File: config.mk
export PLATFORM = sky130hd
export DESIGN_NAME = frame_sequencer
export DESIGN_NICKNAME = d
export VERILOG_FILES = /design/src/common/concentrator_pkg.sv /design/src/hdl/frame_sequencer.sv
export SDC_FILE = /design/constraint.sdc
export NUM_CORES = 1
export LEC_CHECK = 0
export BUFFER_PORTS_ARGS = -buffer_cell sky130_fd_sc_hd__buf_2
export CORE_MARGIN = 2
export CORE_UTILIZATION = 35
export DETAILED_ROUTE_END_ITERATION = 8
export GPL_ROUTABILITY_DRIVEN = 0
export HOLD_SLACK_MARGIN = 0.1
export PLACE_DENSITY = 0.5
export SLEW_MARGIN = 20
export SYNTH_ARGS = -nofsm -noshare
export SYNTH_HDL_FRONTEND = slang
export SYNTH_SLANG_ARGS = --single-unit
File: constraint.sdc
create_clock -name clk -period 2.14 [get_ports clk]
set_clock_uncertainty 0.1 [all_clocks]
set_input_delay 0.428 -clock clk [delete_from_list [all_inputs] [get_ports clk]]
set_output_delay 0.428 -clock clk [all_outputs]
set_load 0.005 [all_outputs]
File: src/common/concentrator_pkg.sv
// Register data concentrator shared types, lane codes and timing constants
package concentrator_pkg;

  // ------------------
  // Data and addresses
  // ------------------
  typedef logic [35:0] word_t;       // One subsystem register
  typedef logic [8:0]  host_addr_t;  // Lane code over register index
  typedef logic [1:0]  lane_t;
  typedef logic [6:0]  reg_idx_t;
  typedef logic [9:0]  buf_addr_t;   // Bank bit, lane code, index

  // Queued host write
  typedef struct packed {
    reg_idx_t idx;   // Target register
    word_t    data;  // Value to write
  } wr_entry_t;

  localparam int SUB_ADDR_W = 16;  // Subsystem bus, upper bits stay zero

  // ------------------
  // Lane codes
  // ------------------
  localparam lane_t LANE_IOC = 2'd0;  // Direct, never sequenced
  localparam lane_t LANE_CON = 2'd1;
  localparam lane_t LANE_SAF = 2'd2;
  localparam lane_t LANE_UIC = 2'd3;

  // Write slots sit in another lane's read slot
  // so one bus never sees a read and a write together
  localparam lane_t WR_SLOT_UIC = 2'd0;
  localparam lane_t WR_SLOT_SAF = 2'd1;
  localparam lane_t WR_SLOT_CON = 2'd2;

  // ------------------
  // Queue and timing
  // ------------------
  localparam int QUEUE_DEPTH = 128;                  // Entries per bank
  localparam int QUEUE_PTR_W = $clog2(QUEUE_DEPTH);  // Index bits into one bank

  localparam logic [15:0] MSG_TIME_DEFAULT = 16'h490C;  // Clocks per message slot
  localparam logic [8:0]  SEQ_LAST         = 9'd511;    // Final slot of a frame

endpackage
File: src/hdl/frame_sequencer.sv
`timescale 1ns/1ns
// Frame sequencer pacing 512 message slots per system timer frame
module frame_sequencer
  import concentrator_pkg::*;
#(
  parameter logic [15:0] msg_time = MSG_TIME_DEFAULT  // Clocks per slot
)
(
  input  logic     clk,
  input  logic     reset,
  input  logic     enable_i,
  input  logic     sys_tmr_strb_i,  // Frame start
  output lane_t    slot_o,          // Lane whose slot is active
  output reg_idx_t index_o,         // Register index within the slot
  output logic     action_strb_o,   // Issue bus action now
  output logic     frame_done_o,    // Last slot finished
  output logic     bank_o           // Bank the sequencer fills
);

  logic [15:0] msg_tmr_q;
  logic [8:0]  seq_q;
  logic        running_q;
  logic        tmr_run;
  logic        msg_wrap;
  logic        seq_last;

  assign tmr_run  = running_q & enable_i;
  assign msg_wrap = tmr_run & (msg_tmr_q == msg_time - 16'd1);  // End of one slot
  assign seq_last = (seq_q == SEQ_LAST);

  assign slot_o  = seq_q[8:7];
  assign index_o = seq_q[6:0];

  // --------------------
  // Message timer
  // --------------------
  always_ff @(posedge clk)
  begin
    if (reset || sys_tmr_strb_i)
      msg_tmr_q <= '0;                  // Restart on every frame
    else if (msg_wrap)
      msg_tmr_q <= '0;
    else if (tmr_run)
      msg_tmr_q <= msg_tmr_q + 16'd1;
  end

  // --------------------
  // Slot counter and run flag
  // --------------------
  always_ff @(posedge clk)
  begin
    if (reset)
    begin
      seq_q     <= '0;
      running_q <= 1'b0;
    end
    else if (sys_tmr_strb_i)
    begin
      seq_q     <= '0;
      running_q <= 1'b1;
    end
    else if (msg_wrap)
    begin
      seq_q <= seq_q + 9'd1;            // Wraps to 0 past SEQ_LAST
      if (seq_last)
        running_q <= 1'b0;              // Idle until next timer strobe
    end
  end

  always_ff @(posedge clk)
  begin
    if (reset)
    begin
      frame_done_o  <= 1'b0;
      action_strb_o <= 1'b0;
    end
    else
    begin
      frame_done_o  <= msg_wrap & seq_last & ~sys_tmr_strb_i;
      action_strb_o <= tmr_run & (msg_tmr_q == 16'd1);  // Once per slot
    end
  end

  // Ping-pong bank, flips at each frame start
  always_ff @(posedge clk)
  begin
    if (reset)
      bank_o <= 1'b0;
    else if (sys_tmr_strb_i)
      bank_o <= ~bank_o;
  end

  // No bus action outside a running frame
  assert property (@(posedge clk) disable iff (reset) action_strb_o |-> running_q);

endmodule

---- Word-level counts from Yosys, hierarchy flattened ----
Cells that the tools add are included.
word-level totals
  register bits ........................... 29
  bits in latches ......................... 0
  bits in writable memories ............... 0
  ROM bits ................................ 0
  word-level logic and storage cells ...... 27
  memories kept ........................... 0
cells by class
  $add $sub $neg .......................... 2
  multiply operators ...................... 0
  divide/modulo/power cells ............... 0
  magnitude comparators ................... 0
  equality and inequality tests ........... 3
  shifts and indexed selects .............. 0
  muxes and demuxes ....................... 3
  bitwise gates (word level) .............. 7
  reductions and logical operators ........ 6
operators with widths
  cell                                                                     count
  16-bit by 1-bit adder with 16-bit output, second input constant          1
  16-bit by 1-bit equality test with 1-bit output, second input constant   1
  16-bit by 15-bit equality test with 1-bit output, second input constant  1
  9-bit by 1-bit adder with 9-bit output, second input constant            1
  9-bit equality test, second input constant                               1
  1-bit AND                                                                5
  2-bit nonzero test                                                       2
  2-bit OR reduction                                                       2
  1-bit 2-to-1 mux                                                         3
  1-bit inverter                                                           2
  2-bit AND reduction                                                      1
  1-bit logical OR                                                         1

---- Longest topological paths before layout ----
  word-level depth ........................ 4
  mapped depth ............................ 7
  gate-level depth less buffers ........... 5

---- Worst setup path after synthesis ----
No wires, ideal clock.
  path type ............................... register to register
  start point ............................. reg msg_tmr_q[0]
  end point ............................... reg msg_tmr_q[0]
  arrival ................................. 1.660 ns
  data required time ...................... 1.923 ns
  setup slack ............................. 0.263 ns
  stages on the path, launching flop included .. 8
  period minus slack after synthesis ...... 1.877 ns
  cell sequence ........................... dfxtp_1 ha_1 nand3_2 or2_1 buf_6 o21ai_1 buf_2 nor2_1
between the ends
  longest elaborated chain between the ends .. 3
ends and longest elaborated chain
  what                                                                                              line                   source
  start, declared                                                                                   frame_sequencer.sv:20  logic [15:0] msg_tmr_q;
  start signal, assigned                                                                            frame_sequencer.sv:44  msg_tmr_q <= msg_tmr_q + 16'd1;
  parallel branches: the longest is 3 deep, another holds 16-bit by 1-bit adder with 16-bit output  --
Several ways; the timed one is not identified.
A chain may end at the register's enable or synchronous reset.

---- Worst setup path in the final report ----
  start point ............................. reg msg_tmr_q[0]
  end point ............................... reg seq_q[7]
between the ends
  longest elaborated chain between the ends .. 2
ends and longest elaborated chain
  what                                              line                   source
  16-bit by 15-bit equality test with 1-bit output  frame_sequencer.sv:28  assign msg_wrap = tmr_run & (msg_tmr_q == msg_time - 16'd1);
  1-bit AND                                         frame_sequencer.sv:28
  end signal, assigned                              frame_sequencer.sv:64  seq_q <= seq_q + 9'd1;
  end, declared                                     frame_sequencer.sv:21  logic [8:0] seq_q;
Every way passes these cells.

==> impl_metrics.env <==
export IMPL_synthCells=156
export IMPL_h_tree_depth=2
export IMPL_fp_dieW_um=66.9
export IMPL_maxCapViolations=0
export IMPL_fp_dieArea_mm2=0.00447
export IMPL_synth_fp_nets=164
export IMPL_final_nets=185
export IMPL_boundaryPins=16
export IMPL_syn_area_mm2=0.00138
export IMPL_synth_top_area_share_pct=42.0
export IMPL_slew_violations=0
export IMPL_antenna_found_initial=0
export IMPL_row_count=22
export IMPL_numCtsBuffers=5
export IMPL_synth_distinct_cells=32
export IMPL_ant_nets=0
export IMPL_ctsHoldBuffers=0
export IMPL_path_cells="ha_1 -> nand3_2 -> or2_1 -> or4_1 -> a21oi_1"
export IMPL_grt_pass1_wl_mm=4.90
export IMPL_num_vias=1186
export IMPL_final_hold_viol_count=0
export IMPL_critPathLaunch="msg_tmr_q[0]"
export IMPL_port_buffer_count=15
export IMPL_tightest_slew_ns=0.482
export IMPL_reg2reg_depth=5
export IMPL_async_reset_ff_share_pct=0
export IMPL_relSlewSlack_pct=67.9
export IMPL_synth_area_top_cells="dfxtp_1, xnor2_1, nor2_1, or4_1, ha_1"
export IMPL_crit_arrival_ns=2.08
export IMPL_rsz0062_at_grt="false"
export IMPL_dp_hpwl_mm=2.06
export IMPL_cts_setup_buffers=0
export IMPL_finalCritPeriodShare_pct=92.1
export IMPL_cts_resized=0
export IMPL_ys_ff_latch=29
export IMPL_synth_flop_cell="dfxtp_1"
export IMPL_grt_max_degree=18
export IMPL_grtUsageMet1_pct=17.4
export IMPL_power_mw=1.08
export IMPL_p_per_area_mw_per_mm2=669
export IMPL_setup_slack_ns=0.170
export IMPL_ctsLongestPathBuffers=2
export IMPL_tritoncts="yes"
export IMPL_fin_util_pct=43.2
export IMPL_crit_path_top_delay_cell="or4_1"
export IMPL_cp_max_fo=16
export IMPL_drt_pass1_iter_count=4
export IMPL_grt_pass1_vias=1085
export IMPL_core_mm2=0.00374
export IMPL_design_area_mm2=0.00162
export IMPL_yosys_warnings=0
export IMPL_initial_utilization_pct=37.0
export IMPL_synth_most_common_cell="dfxtp_1"
export IMPL_ff2ff_setup_slack_ns=0.17
export IMPL_diodes=0
export IMPL_drive_above_1_share_pct=19.1
export IMPL_setup_tns_ns=0
export IMPL_required_ns=2.25
export IMPL_drc=0
export IMPL_end_kind="flop"
export IMPL_met3_usage_pct=4.73
export IMPL_dpl_instance_area_mm2=0.00152
export IMPL_hp_class="input port to flop"
export IMPL_grtUsageMet2_pct=23.8
export IMPL_status="finished, final reports clean"
export IMPL_synth_top_area_cell="dfxtp_1"
export IMPL_dieHeight_um=66.9
export IMPL_r2r_end="seq_q[7]"
export IMPL_worstSkewPairLatency_ns=0.28
export IMPL_finalCriticalPeriod_ns=1.97
export IMPL_dpl_worst_slack_ns=0.154
export IMPL_grtUsageTotal_pct=14.8
export IMPL_clock_fmax_mhz=508
export IMPL_synth_enable_flop_cells=0
export IMPL_cts_root_buf="clkbuf_8"
export IMPL_clkTransAtPathRegs_ns=0.07
export IMPL_routed_wl_mm=2.97
export IMPL_vias_per_cell=5.25
export IMPL_layout_area_overhead_vs_synth_pct=17.0
export IMPL_peakVddDrop_v=0.000357
export IMPL_startpoint_type="flop"
export IMPL_p_leak_nw=0.570
export IMPL_dr_first_iter_drc_count=92
export IMPL_crit_type="flop to flop"
export IMPL_cts_sinks=29
export IMPL_rr_startpoint="msg_tmr_q[0]"
export IMPL_busiest_layer="met2"
export IMPL_ys_seq_area_share_pct=42.0
export IMPL_crit_end="seq_q[7]"
export IMPL_grt_overflow_total=0
export IMPL_setup_viol_count_final=0
export IMPL_synth_commonest_cells="dfxtp_1, nor2_1, xnor2_1"
export IMPL_routedWlPerCell_um=13.1
export IMPL_slowest_delay_ns=0.53
export IMPL_synth_avg_cell_area_um2=8.87
flip-flops by register name (all words and copies together), names as in the netlist:
signal / cells
msg_tmr_q: 16
bank_o: 1
frame_done_o: 1
seq_q: 9
action_strb_o: 1
running_q: 1
power breakdown:
| group | leakage [nW] | switching [mW] | internal (mW) |
|---|---|---|---|
| clock | 0.0542 | 0.215 | 0.290 |
| sequential | 0.234 | 0.00510 | 0.544 |
| combinational | 0.282 | 0.0174 | 0.0115 |
| total | 0.570 | 0.237 | 0.846 |
cell type report:
type	instances	area [um2]
clock inverters	1	5.00
fillers	391	2120
inverters	6	22.5
clock buffers	7	96.3
well taps	48	60.1
repair buffers	20	113
multi-input cells	115	742
flip-flops and latches	29	581
kinds of logic after synthesis:
| kind of cell | synth area share [%] |
|---|---|
| buffers and inverters | 4.43 |
| DFF | 42.0 |
| AOI/OAI and AO/OA | 8.86 |
| xor gates and xnor gates | 9.49 |
| and+or+nand+nor | 30.2 |
| adders and majority gates | 3.62 |
| muxes | 1.45 |
worst max-delay path: cells and delay by family, from the launching register on:
family / cells / cell delay (ns)
and+or+nand+nor: 3 / 1.03
DFF: 1 / 0.41
adders and majority gates: 1 / 0.19
AOI/OAI and AO/OA: 1 / 0.17
cell usage in the layout, fill, tap and decap left out, drive strengths merged, types with 5 or more instances in the layout:
| cell | Yosys | final |
|---|---|---|
| dfxtp | 29 | 29 |
| nor2 | 24 | 24 |
| buf | 3 | 20 |
| xnor2 | 13 | 13 |
| a21oi | 9 | 9 |
| nand4 | 9 | 9 |
| nand2 | 8 | 8 |
| or4 | 8 | 8 |
| clkbuf | 3 | 7 |
| nand3 | 7 | 7 |
| inv | 6 | 6 |
| o31ai | 6 | 6 |
| nor4 | 5 | 5 |
worst min-delay path by stage:
stage                              from            end  slack, ns  depth (start not counted)
after CTS                         reset         bank_o       0.25                          2
after global routing              reset         bank_o       0.26                          2
after detailed placement  msg_tmr_q[15]  msg_tmr_q[15]       0.39                          2
final                             reset         bank_o       0.25                          2
after global placement         seq_q[8]       seq_q[8]       0.36                          2
after floorplan           msg_tmr_q[15]  msg_tmr_q[15]       0.36                          2
routing by layer:
layer | wire (um) | up-vias
met2 | 1380 | 18
met4 | 37 | 0
met3 | 104 | 4
li1 | - | 606
met5 | 0 | -
met1 | 1440 | 558
through the flow:
step / hold slack (ns) / instances
final: 0.247 / 226
after global routing: 0.258 / 226
after CTS: 0.245 / 226
after detailed placement: 0.385 / 218
after global placement: 0.363 / 218
after floorplan: 0.358 / 156
Note: power is estimated with default switching activity, not from simulation.
