[src/common/concentrator_pkg.sv]
// Register data concentrator shared types, lane codes and timing constants
package concentrator_pkg;

  // ------------------
  // Data and addresses
  // ------------------
  typedef logic [35:0] word_t;       // One subsystem register
  typedef logic [8:0]  host_addr_t;  // Lane code over register index
  typedef logic [1:0]  lane_t;
  typedef logic [6:0]  reg_idx_t;
  typedef logic [9:0]  buf_addr_t;   // Bank bit, lane code, index

  // Queued host write
  typedef struct packed {
    reg_idx_t idx;   // Target register
    word_t    data;  // Value to write
  } wr_entry_t;

  localparam int SUB_ADDR_W = 16;  // Subsystem bus, upper bits stay zero

  // ------------------
  // Lane codes
  // ------------------
  localparam lane_t LANE_IOC = 2'd0;  // Direct, never sequenced
  localparam lane_t LANE_CON = 2'd1;
  localparam lane_t LANE_SAF = 2'd2;
  localparam lane_t LANE_UIC = 2'd3;

  // Write slots sit in another lane's read slot
  // so one bus never sees a read and a write together
  localparam lane_t WR_SLOT_UIC = 2'd0;
  localparam lane_t WR_SLOT_SAF = 2'd1;
  localparam lane_t WR_SLOT_CON = 2'd2;

  // ------------------
  // Queue and timing
  // ------------------
  localparam int QUEUE_DEPTH = 128;                  // Entries per bank
  localparam int QUEUE_PTR_W = $clog2(QUEUE_DEPTH);  // Index bits into one bank

  localparam logic [15:0] MSG_TIME_DEFAULT = 16'h490C;  // Clocks per message slot
  localparam logic [8:0]  SEQ_LAST         = 9'd511;    // Final slot of a frame

endpackage
[src/hdl/ioc_direct.sv]
`timescale 1ns/1ns
// Direct IO controller access with the write address held for three cycles
module ioc_direct
  import concentrator_pkg::*;
(
  input  logic                  clk,
  input  logic                  reset,
  input  logic                  rd_strb_i,
  input  host_addr_t            rd_addr_i,
  input  logic                  wr_strb_i,
  input  host_addr_t            wr_addr_i,
  input  word_t                 wr_data_i,
  output logic [SUB_ADDR_W-1:0] cmd_ioc_addr_o,
  output logic                  cmd_ioc_rd_strb_o,
  output logic                  cmd_ioc_wr_strb_o,
  output word_t                 cmd_ioc_wr_data_o
);

  logic     wr_z1_q;    // Write stretch stages
  logic     wr_z2_q;
  reg_idx_t wr_idx_q;   // Held write index

  assign cmd_ioc_rd_strb_o = rd_strb_i & (rd_addr_i[8:7] == LANE_IOC);
  assign cmd_ioc_wr_strb_o = wr_strb_i & (wr_addr_i[8:7] == LANE_IOC);
  assign cmd_ioc_wr_data_o = wr_data_i;  // Straight through

  always_ff @(posedge clk)
  begin
    if (reset)
    begin
      wr_z1_q <= 1'b0;
      wr_z2_q <= 1'b0;
    end
    else
    begin
      wr_z1_q <= cmd_ioc_wr_strb_o;
      wr_z2_q <= wr_z1_q;
    end
  end

  always_ff @(posedge clk)
  begin
    if (cmd_ioc_wr_strb_o)
      wr_idx_q <= wr_addr_i[6:0];
  end

  // Address select, a new read wins over the stretch
  always_comb
  begin
    if (cmd_ioc_wr_strb_o)
      cmd_ioc_addr_o = SUB_ADDR_W'(wr_addr_i[6:0]);
    else if (cmd_ioc_rd_strb_o)
      cmd_ioc_addr_o = SUB_ADDR_W'(rd_addr_i[6:0]);
    else if (wr_z1_q || wr_z2_q)
      cmd_ioc_addr_o = SUB_ADDR_W'(wr_idx_q);
    else
      cmd_ioc_addr_o = SUB_ADDR_W'(rd_addr_i[6:0]);
  end

endmodule

[config.mk]
export PLATFORM = sky130hd
export DESIGN_NAME = ioc_direct
export DESIGN_NICKNAME = d
export VERILOG_FILES = /design/src/common/concentrator_pkg.sv /design/src/hdl/ioc_direct.sv
export SDC_FILE = /design/constraint.sdc
export NUM_CORES = 1
export LEC_CHECK = 0
export ABC_AREA = 1
export ABC_CLOCK_PERIOD_IN_PS = 800
export BUFFER_PORTS_ARGS = -buffer_cell sky130_fd_sc_hd__buf_4
export CAP_MARGIN = 20
export CORE_ASPECT_RATIO = 2
export CORE_MARGIN = 3
export CORE_UTILIZATION = 29
export CTS_CLUSTER_SIZE = 28
export DETAILED_ROUTE_END_ITERATION = 6
export PLACE_DENSITY_LB_ADDON = 0.3
export SYNTH_ARGS = -nofsm -noshare
export SYNTH_HDL_FRONTEND = slang
export SYNTH_SLANG_ARGS = --single-unit
export TNS_END_PERCENT = 100
[constraint.sdc]
create_clock -name clk -period 0.8 [get_ports clk]
set_input_delay 0.12 -clock clk [delete_from_list [all_inputs] [get_ports clk]]
set_output_delay 0.12 -clock clk [all_outputs]
set_load 0.02 [all_outputs]
# Yosys cells after proc, flatten, opt, wreduce, memory -nomap -nowiden
# Cells that the tools add are included.
[word_totals]
reg_bits = 9
inputBits = 58
output_inout_bits = 54
[classes]
n_mux = 3
bitwise_logic = 2
reduce_logical = 3
[ops]
columns = ["cell", "count"]
rows = [
  ["$mux 7", 3],
  ["$logic_not 2->1", 2],
  ["$and 1x1->1", 2],
  ["$logic_or 1x1->1", 1],
]

# Logic depth before layout (Yosys ltp)
# Gate-level depths: netlist of run 1.
[depth]
depth_word = 4
depth_mapped = 6
ltp_nobuf = 6

# Worst setup path after synthesis of run 1
# OpenSTA, ideal clock, no wires.
[synth_timing]
path_type = "input -> output"
startpoint = "input wr_addr_i[8]"
endpoint = "output cmd_ioc_addr_o[0]"
arrival_ns = 0.782
t_required_ns = 0.680
path_slack_ns = -0.102
stages = 5
n_path_buf = 0
cell_sequence = "nor2_1 nand2_2 clkinv_2 nand2_1 nand2_1"
[synth_via]
elab_chain_len = 3
[synth_rtl]
columns = ["item", "line", "rtl"]
rows = [
  ["from (decl)", "ioc_direct.sv:11", "input host_addr_t wr_addr_i,"],
  ["$logic_not 2->1", "ioc_direct.sv:24", "assign cmd_ioc_wr_strb_o = wr_strb_i & (wr_addr_i[8:7] == LANE_IOC);"],
  ["$and 1x1->1", "ioc_direct.sv:24", ""],
  ["named net cmd_ioc_wr_strb_o", "ioc_direct.sv:15", "output logic cmd_ioc_wr_strb_o,"],
  ["$mux 7", "ioc_direct.sv:50", "if (cmd_ioc_wr_strb_o)"],
  ["to (decl)", "ioc_direct.sv:13", "output logic [SUB_ADDR_W-1:0] cmd_ioc_addr_o,"],
]
# The timed path passes the listed nets, and every way through them passes these cells.

# Worst setup path in the final report of run 1
[layout_timing]
startpoint = "register wr_z2_q"
endpoint = "output cmd_ioc_addr_o[0]"
[layout_via]
elab_chain_len = 4
[layout_rtl]
columns = ["item", "line", "rtl"]
rows = [
  ["from (decl)", "ioc_direct.sv:20", "logic wr_z2_q;"],
  ["from (signal assigned)", "ioc_direct.sv:37", "wr_z2_q <= wr_z1_q;"],
  ["$logic_or 1x1->1", "ioc_direct.sv:54", "else if (wr_z1_q || wr_z2_q)"],
  ["$mux 7", "ioc_direct.sv:54", ""],
  ["$mux 7", "ioc_direct.sv:52", "else if (cmd_ioc_rd_strb_o)"],
  ["$mux 7", "ioc_direct.sv:50", ""],
]
# Every way passes these cells.

==> results_dict.tcl, run 1 <==
set metrics [dict create \
    fmax_ghz 0.821 \
    gr-usage-met1_pct 8.58 \
    ys_warn_count 0 \
    yosys_register_bits 9 \
    grt_max_degree 9 \
    cp_slowest_cell "dfxtp_2" \
    start_util_pct 31.2 \
    async_flop_share_pct 0 \
    io_pins 112 \
    die_x_um 45.1 \
    drtAntennaViolNets 0 \
    grt_busiest_layer "met2" \
    cts-root-buf "clkbuf_8" \
    crit_top_cell "nand2_8" \
    rsz0062_at_grt "yes" \
    port_buffers 30 \
    grt_pass1_wl_um 2940 \
    drc_errors 0 \
    antenna_found_initial 0 \
    clock_latency_ns 0.22 \
    synth_common_cells "buf_4 (45), nand2_1 (21), inv_1 (15)" \
    totalWireLength_um 1870 \
    cts.sinks 9 \
    seqPwrFrac_pct 35.2 \
    routed-via-count 642 \
    vdd_ir_drop_max_mv 0.847 \
    setup_viol 10 \
    final_nets 184 \
    pwr-share-comb_pct 31.6 \
    endpoint_kind "primary output" \
    syn_area_um2 885 \
    grt_overflow_total 0 \
    die_h_um 84.1 \
    final_util_pct 40.4 \
    synthCells 116 \
    numCtsBuffers 3 \
    ys.flop_type "edfxtp_1" \
    hold_class "in -> reg" \
    hp-start "reset" \
    failed_checks "negative setup slack" \
    status "finished, violations left" \
    gr-usage-met2_pct 17.4 \
    synth.most_common_cell "buf_4" \
    critPathTopFamily "simple AND/OR/NAND/NOR gates" \
    rows 27 \
    p_switching_uw 410 \
    hold_viol 0 \
    p_int_uw 1100 \
    area_delta_synth_final_pct 29.7 \
    power_density_nw_per_um2 1320 \
    synth_edf_count 7 \
    via_per_inst 4.17 \
    crit_arrival_ns 1.10 \
    p_leak_uw 0.000609 \
    yosys-top-cells-area "buf_4 (38%), edfxtp_1 (24%), nand2_1 (8.9%)" \
    drtIter0Drc 7 \
    yosysTopAreaCell "buf_4" \
    min_period_ns 1.22 \
    fin_skew_ns 0.0000164 \
    clk_pin_slew_worst_paths_ns 0.04 \
    n_fill_cell 313 \
    syn_area_per_cell_um2 7.63 \
    rr_startpoint "wr_z1_q" \
    cts_buffer_depth 2 \
    wl_per_cell_um 12.2 \
    grt_util_met3_pct 2.81 \
    htree_num_levels 1 \
    coreArea_um2 2840 \
    setup_slack_ns -0.419 \
    cp-start-kind "flop" \
    cts_tree "done" \
    synth.distinct_cells 14 \
    grt_use_total_pct 10.4 \
    crit_required_ns 0.68 \
    seq_area_frac_synth_pct 28.3 \
    clock_power_share_pct 33.2 \
    synth_top_area_share_pct 38.2 \
    holdWs_ns 0.0538 \
    worstPathCellList "inv_4, nand2_8, nand2_8, nand2_2, nand3_2, nand2_4, buf_6" \
    path_buf_inv 2 \
    swShare_pct 27.1 \
    cp-startpoint "wr_z2_q" \
    critPathMaxStageDelay_ns 0.34 \
    firstDrtPassIters 4 \
    fp.dieArea_um2 3790 \
    cap_viol_max_count 0 \
    hpwl_um 1440 \
    diodes 0 \
    critical_path_class "reg -> out" \
    path_max_fanout 8 \
    grt_pass1_vias 701 \
    drive_gt1_share_pct 60.8 \
    postCtsHoldBufs 0 \
    globalplace.congestion 0.653 \
    min_period_over_period_pct 152 \
    maxSlewViolCount 0 \
]
==> cells in the final DEF, fill, tap and decap left out <==
cell type / Yosys / routed
buf_12: 0 / 1
buf_4: 45 / 23
buf_6: 0 / 16
clkbuf_1: 0 / 1
clkbuf_8: 0 / 3
clkinv_4: 0 / 1
conb_1: 1 / 9
dfxtp_2: 0 / 2
edfxtp_1: 7 / 7
inv_1: 15 / 14
inv_2: 2 / 1
inv_4: 0 / 3
nand2_1: 21 / 9
nand2_2: 1 / 11
nand2_4: 1 / 4
nand2_8: 2 / 2
nand3_1: 14 / 7
nand3_2: 0 / 7
nor2_1: 3 / 2
nor2_4: 0 / 2
==> worst paths after layout <==
kind         depth (start not counted)           endpoint  slack (ns)
max                                  7  cmd_ioc_addr_o[0]       -0.42
min                                  2            wr_z1_q        0.05
max reg2reg                          4            wr_z2_q        0.04
min reg2reg                          4            wr_z2_q        0.65
==> power by group through the flow <==
stage / Combinational [uW] / Sequential (uW) / Clock (uW)
after floorplan: 503 / 539 / 0
after global placement: 391 / 540 / 0
after detailed placement: 391 / 540 / 0
after CTS: 450 / 533 / 521
after global routing: 516 / 535 / 561
final: 479 / 533 / 503
==> per-stage QoR <==
step           setup WS (ns)  cells  TNS [ns]  area [um^2]  power, uW
2_1_floorplan        -0.0705    124    -0.457          953       1040
3_3_place_gp          -0.244    143     -2.41          927        931
3_5_place_dp          -0.258    143     -2.54          927        931
4_1_cts               -0.425    153     -3.28         1070       1500
5_1_grt               -0.481    154     -3.54         1150       1610
6_report              -0.419    154     -2.96         1150       1510
==> repair_timing <==
action                                  4_1_cts  5_1_grt
buffers inserted                              4        1
gates resized for setup                      14       20
endpoints found under the hold margin         0        0
gates cloned                                  2        0
endpoints found under the setup margin        9       10
pin swaps                                     6        6
==> registers in the layout, summed over array words and instances, names as in the netlist <==
| register | cells |
|---|---|
| wr_idx_q | 7 |
| wr_z1_q | 1 |
| wr_z2_q | 1 |
==> layout make-up <==
type,instances,area (um^2),area share [%]
timing repair inverter,1,6.26,0.545
timing repair buffer,40,373,32.5
clock buffer,4,45.0,3.93
inverter,18,77.6,6.76
tap,29,36.3,3.16
multi-input combinational,53,357,31.1
sequential,9,253,22.0
==> per-layer routing <==
layer / wire [um] / part of all wire, % / up-vias
met5: 0 / 0 / -
met4: 111 / 5.9 / 0
met3: 236 / 13 / 22
met2: 1020 / 55 / 41
met1: 503 / 27 / 261
li1: - / - / 318
==> kinds of logic (layout without fill, tap and decap cells) <==
logic type / count (synthesis) / count (layout) / synth area share, %
buffers and inverters: 63 / 63 / 46.0
AND/OR/NAND/NOR: 43 / 44 / 25.3
flip-flops: 9 / 9 / 28.3
other: 1 / 9 / 0.424
(Power assumes the default switching activity.)
==> run 2: changes to the inputs <==
--- a/config.mk
+++ b/config.mk
@@ -5,13 +5,11 @@
 export SDC_FILE = /design/constraint.sdc
 export NUM_CORES = 1
 export LEC_CHECK = 0
-export ABC_AREA = 1
 export ABC_CLOCK_PERIOD_IN_PS = 800
 export BUFFER_PORTS_ARGS = -buffer_cell sky130_fd_sc_hd__buf_4
 export CAP_MARGIN = 20
 export CORE_ASPECT_RATIO = 2
-export CORE_MARGIN = 3
-export CORE_UTILIZATION = 29
+export CORE_UTILIZATION = 27
 export CTS_CLUSTER_SIZE = 28
 export DETAILED_ROUTE_END_ITERATION = 6
 export PLACE_DENSITY_LB_ADDON = 0.3
==> results_dict.tcl, run 2 <==
set metrics [dict create \
    final_cells 138 \
    yosys-top-cells-area "buf_4 (42%), edfxtp_1 (26%), a31oi_1 (5.5%)" \
    hp-start "reset" \
    numCtsBuffers 3 \
    fin_skew_ns 0.0000703 \
    rr_endpoint "wr_z2_q" \
    p_int_uw 1150 \
    grt_overflow_total 0 \
    postCtsHoldBufs 0 \
    htree_num_levels 1 \
    grt_pass1_vias 691 \
    area_delta_synth_final_pct 54.7 \
    cts_buffer_depth 2 \
    rrSetupSlack_ns 0.15 \
    crit_required_ns 0.68 \
    cts-root-buf "clkbuf_8" \
    layout_commonest_cell "buf_4" \
    seq_area_frac_synth_pct 31.2 \
    rows 27 \
    largest_register "wr_idx_q" \
    coreArea_um2 2800 \
    ff2ff_path_depth 2 \
    clk_pin_slew_worst_paths_ns 0.05 \
    diodes 0 \
    cap_viol_max_count 0 \
    grt_use_total_pct 13.4 \
    most-common-layout-cells "buf_4 (26), buf_6 (22), conb_1 (9), nor2_1 (8)" \
    firstDrtPassIters 2 \
    totalWireLength_um 1990 \
    synth.distinct_cells 14 \
    hold-path-endpoint "wr_z2_q" \
    via_per_inst 4.67 \
    synthCells 94 \
    status "finished, violations left" \
    yosys_register_bits 9 \
    min_period_over_period_pct 176 \
    cp-start-kind "flop" \
    syn_area_per_cell_um2 8.55 \
    setup_viol 16 \
    pwr-share-comb_pct 32.8 \
    critical_path_class "reg -> out" \
    path_max_fanout 7 \
    rr_startpoint "wr_z1_q" \
    p_leak_uw 0.000522 \
    die_h_um 79.1 \
    wl_per_cell_um 14.4 \
    n_fill_cell 295 \
    syn_area_um2 803 \
    vdd_ir_drop_max_mv 0.839 \
    port_buffers 30 \
    io_pins 112 \
    multiInputGateArea_um2 384 \
    globalplace.congestion 0.780 \
    clock_power_share_pct 33.0 \
    synth.most_common_cell "buf_4" \
    drive_gt1_share_pct 76.1 \
    hold_class "in -> reg" \
    drtIter0Drc 3 \
    holdWs_ns 0.0433 \
    hold_depth 2 \
    antenna_found_initial 0 \
    p_switching_uw 438 \
    grt_pass1_wl_um 3020 \
    grt_max_degree 9 \
    reg_top3 "wr_idx_q: 7 flops, wr_z1_q: 1 flops, wr_z2_q: 1 flops" \
    crit_arrival_ns 1.29 \
    failed_checks "negative setup slack" \
    pre_cts_slack_ns -0.610 \
    stdcell_area_um2 1240 \
    setup-tns-final_ns -7.11 \
    synth_top_area_share_pct 42.1 \
    async_flop_share_pct 0 \
    ys.flop_type "edfxtp_1" \
    swShare_pct 27.6 \
    die_x_um 40.6 \
    min_period_ns 1.41 \
    synth_common_cells "buf_4 (45), nor2_1 (9)" \
    start_util_pct 28.6 \
    cts.sinks 9 \
    final_nets 168 \
    place_inst 126 \
    seq_area_um2 253 \
    hpwl_um 1450 \
    power_density_nw_per_um2 1270 \
    cts_tree "done" \
    seqPwrFrac_pct 34.2 \
    setup_slack_ns -0.608 \
    rsz0062_at_grt "yes" \
    placed_area_um2 908 \
    routed-via-count 644 \
    largest_reg_flops 7 \
    yosysTopAreaCell "buf_4" \
    hold_viol 0 \
    maxSlewViolCount 0 \
    synth_edf_count 7 \
    endpoint_kind "primary output" \
    clock_latency_ns 0.23 \
    fmax_ghz 0.710 \
    fp.dieArea_um2 3210 \
    drtAntennaViolNets 0 \
    ys_warn_count 0 \
    drc_errors 0 \
]
[run 2: cell count changes in the layout (fill, tap and decap cells not counted), sizes merged, moves of 2 or more]
cell	delta
nand3	-14
nor2	+5
inv	-18
o21ai	+7
or3b	+2
buf	+10
nand2	-26
a21oi	+7
a31oi	+7
clkinv	+2
[run 2: area by class of cell]
cell class | count | area share [%]
repair buffers | 50 | 38.9
multi-input cells | 43 | 30.9
flip-flops and latches | 9 | 20.3
clock buffers | 4 | 3.63
well taps | 29 | 2.92
inverters | 2 | 2.62
repair inverters | 1 | 0.705
[run 2: cells by family (layout without fill, tap and decap cells)]
group / after synthesis / after routing / synth area share [%]
compound gates: 21 / 21 / 14.2
simple gates: 13 / 13 / 7.95
other cells: 1 / 9 / 0.467
flops: 9 / 9 / 31.2
buf+inv: 50 / 57 / 46.3
[run 2: metrics by stage]
stage                     util (%)  power (uW)
final                         44.3        1580
after global routing          44.3        1660
after CTS                     42.3        1570
after detailed placement      32.4         939
after global placement        32.4         935
after floorplan                  -        1050
[run 2: worst max-delay path by stage]
| stage | start | endpoint | slack (ns) | cells past startpoint |
|---|---|---|---|---|
| after floorplan | rd_addr_i[7] | cmd_ioc_addr_o[0] | -0.36 | 5 |
| after global placement | wr_addr_i[8] | cmd_ioc_addr_o[3] | -0.60 | 6 |
| after detailed placement | wr_addr_i[8] | cmd_ioc_addr_o[3] | -0.61 | 6 |
| after CTS | wr_z1_q | cmd_ioc_addr_o[2] | -0.61 | 4 |
| after global routing | wr_z1_q | cmd_ioc_addr_o[0] | -0.67 | 6 |
| final | wr_z1_q | cmd_ioc_addr_o[1] | -0.61 | 4 |
[run 2: critical path, stage by stage (launching register included)]
cell     delay (ns)
dfxtp_2        0.32
or2_4          0.34
a31oi_4        0.18
a21oi_2        0.07
buf_4          0.15
[run 2: repair_timing]
item,4_1_cts,5_1_grt
pin swaps,14,10
resized for setup,37,9
gates cloned,1,0
endpoints found under the setup margin,17,16
buffers inserted,6,4
[run 2: metal layers]
metal  track usage, %  up-vias  share of wire, %
met3             2.51       26               9.3
li1                 -      297                 -
met2             22.5       33                53
met1             13.0      288                31
met4             10.0        0               6.5
met5                0        -                 0
[run 2: power by group through the flow]
stage | logic, uW | clock network (uW) | registers, uW
final | 519 | 522 | 542
after floorplan | 507 | 0 | 539
after CTS | 494 | 538 | 542
after detailed placement | 399 | 0 | 540
after global routing | 554 | 565 | 543
after global placement | 395 | 0 | 539
==> run 3: changes to the inputs <==
--- a/config.mk
+++ b/config.mk
@@ -12,7 +12,8 @@
 export CORE_UTILIZATION = 27
 export CTS_CLUSTER_SIZE = 28
 export DETAILED_ROUTE_END_ITERATION = 6
-export PLACE_DENSITY_LB_ADDON = 0.3
+export PLACE_DENSITY_LB_ADDON = 0.12
+export RECOVER_POWER = 50
 export SYNTH_ARGS = -nofsm -noshare
 export SYNTH_HDL_FRONTEND = slang
 export SYNTH_SLANG_ARGS = --single-unit
==> results_dict.tcl, run 3 (synthesis results as in run 2) <==
set metrics [dict create \
    most-common-layout-cells "buf_6 (21), buf_4 (14), conb_1 (9), nor2_1 (8)" \
    hold_depth 2 \
    port_buffers 30 \
    grt_pass1_vias 651 \
    cts_buffer_depth 2 \
    hold-path-endpoint "wr_z1_q" \
    rsz0062_at_grt "yes" \
    vdd_ir_drop_max_mv 0.808 \
    fp.dieArea_um2 3210 \
    layout_commonest_cell "buf_6" \
    critical_path_class "reg -> out" \
    largest_reg_flops 7 \
    rr_endpoint "wr_z2_q" \
    p_int_uw 1140 \
    area_delta_synth_final_pct 50.5 \
    min_period_ns 1.41 \
    fmax_ghz 0.711 \
    clk_pin_slew_worst_paths_ns 0.04 \
    wl_per_cell_um 15.1 \
    hp-start "reset" \
    die_h_um 79.1 \
    power_density_nw_per_um2 1300 \
    numCtsBuffers 3 \
    reg_top3 "wr_idx_q: 7 flops, wr_z1_q: 1 flops, wr_z2_q: 1 flops" \
    routed-via-count 623 \
    grt_max_degree 9 \
    cts.sinks 9 \
    largest_register "wr_idx_q" \
    firstDrtPassIters 4 \
    maxSlewViolCount 0 \
    hpwl_um 1380 \
    pre_cts_slack_ns -0.587 \
    totalWireLength_um 2040 \
    path_max_fanout 7 \
    n_fill_cell 277 \
    globalplace.congestion 0.704 \
    drtIter0Drc 10 \
    seqPwrFrac_pct 34.4 \
    diodes 0 \
    via_per_inst 4.61 \
    pwr-share-comb_pct 32.5 \
    io_pins 112 \
    final_nets 165 \
    status "finished, violations left" \
    rr_startpoint "wr_z1_q" \
    endpoint_kind "primary output" \
    clock_power_share_pct 33.1 \
    htree_num_levels 1 \
    p_switching_uw 439 \
    grt_overflow_total 0 \
    drive_gt1_share_pct 70.8 \
    grt_pass1_wl_um 3140 \
    hold_viol 0 \
    crit_arrival_ns 1.29 \
    final_util_pct 43.1 \
    grt_use_total_pct 14.6 \
    cts_tree "done" \
    min_period_over_period_pct 176 \
    fin_skew_ns 0.0000550 \
    power.total_uw 1580 \
    p_leak_uw 0.000494 \
    rows 27 \
    cp-start-kind "flop" \
    antenna_found_initial 0 \
    drc_errors 0 \
    swShare_pct 27.8 \
    setup_viol 16 \
    crit_required_ns 0.68 \
    failed_checks "negative setup slack" \
    ff2ff_path_depth 2 \
    setup_slack_ns -0.607 \
    drtAntennaViolNets 0 \
    start_util_pct 28.6 \
    die_x_um 40.6 \
    cts-root-buf "clkbuf_8" \
    rrSetupSlack_ns 0.14 \
    cap_viol_max_count 0 \
    hold_class "in -> reg" \
    coreArea_um2 2800 \
    clock_latency_ns 0.23 \
]
==> run 3: cell types whose count changed in the layout (fill, tap and decap cells not counted), moves of 3 or more <==
cell      delta
buf_4       -12
clkbuf_1     +4
buf_8        +3
clkbuf_4     +3
==> run 3: cell type report <==
cell class | count | area [um^2] | share of cell area (%)
timing repair buffer | 47 | 449 | 37.2
multi-input combinational | 43 | 377 | 31.2
sequential | 9 | 253 | 20.9
clock buffer | 4 | 45.0 | 3.73
tap | 29 | 36.3 | 3.00
inverter | 2 | 32.5 | 2.69
timing repair inverter | 1 | 16.3 | 1.35
==> run 3: worst max path at each step <==
| stage | from | cells past startpoint | end | slack, ns |
|---|---|---|---|---|
| floorplan | rd_addr_i[7] | 5 | cmd_ioc_addr_o[0] | -0.36 |
| global placement | rd_addr_i[7] | 6 | cmd_ioc_addr_o[3] | -0.58 |
| detailed placement | rd_addr_i[7] | 6 | cmd_ioc_addr_o[2] | -0.59 |
| CTS | wr_z1_q | 4 | cmd_ioc_addr_o[6] | -0.62 |
| global route | wr_z2_q | 6 | cmd_ioc_addr_o[0] | -0.66 |
| finish | wr_z1_q | 4 | cmd_ioc_addr_o[4] | -0.61 |
==> run 3: metrics by stage <==
stage	std cells	hold WS [ns]	TNS, ns	area (um^2)
floorplan	102	0.192	-4.14	915
global placement	124	0.240	-8.00	893
detailed placement	124	0.240	-8.05	893
CTS	134	0.0436	-7.02	1160
global route	135	0.0365	-7.98	1210
finish	135	0.0455	-7.37	1210
==> run 3: layer usage <==
metal | vias up | wire length (um) | GRT usage [%]
li1 | 287 | - | -
met1 | 282 | 626 | 15.3
met2 | 40 | 1170 | 23.7
met3 | 14 | 170 | 1.68
met4 | 0 | 78 | 11.7
met5 | - | 0 | 0
==> run 3: critical path, cell delays in order, from the launching register on <==
cell	delay, ns
dfxtp_2	0.32
or2_4	0.33
a31oi_4	0.19
a21oi_2	0.07
buf_4	0.15
==> run 3: repair_timing <==
item                       in CTS  in global routing
pin swaps                      18                  4
hold buffers                    0                  0
gates resized for setup        36                 16
setup endpoints to repair      16                 16
gates cloned                    2                  0
setup buffers                   5                  3
==> run 3: power groups by stage <==
| stage | sequential [uW] | clock [uW] | combinational [uW] |
|---|---|---|---|
| 2_1_floorplan | 539 | 0 | 507 |
| 3_3_place_gp | 540 | 0 | 394 |
| 3_5_place_dp | 542 | 0 | 395 |
| 4_1_cts | 541 | 538 | 491 |
| 5_1_grt | 543 | 582 | 555 |
| 6_report | 543 | 521 | 513 |
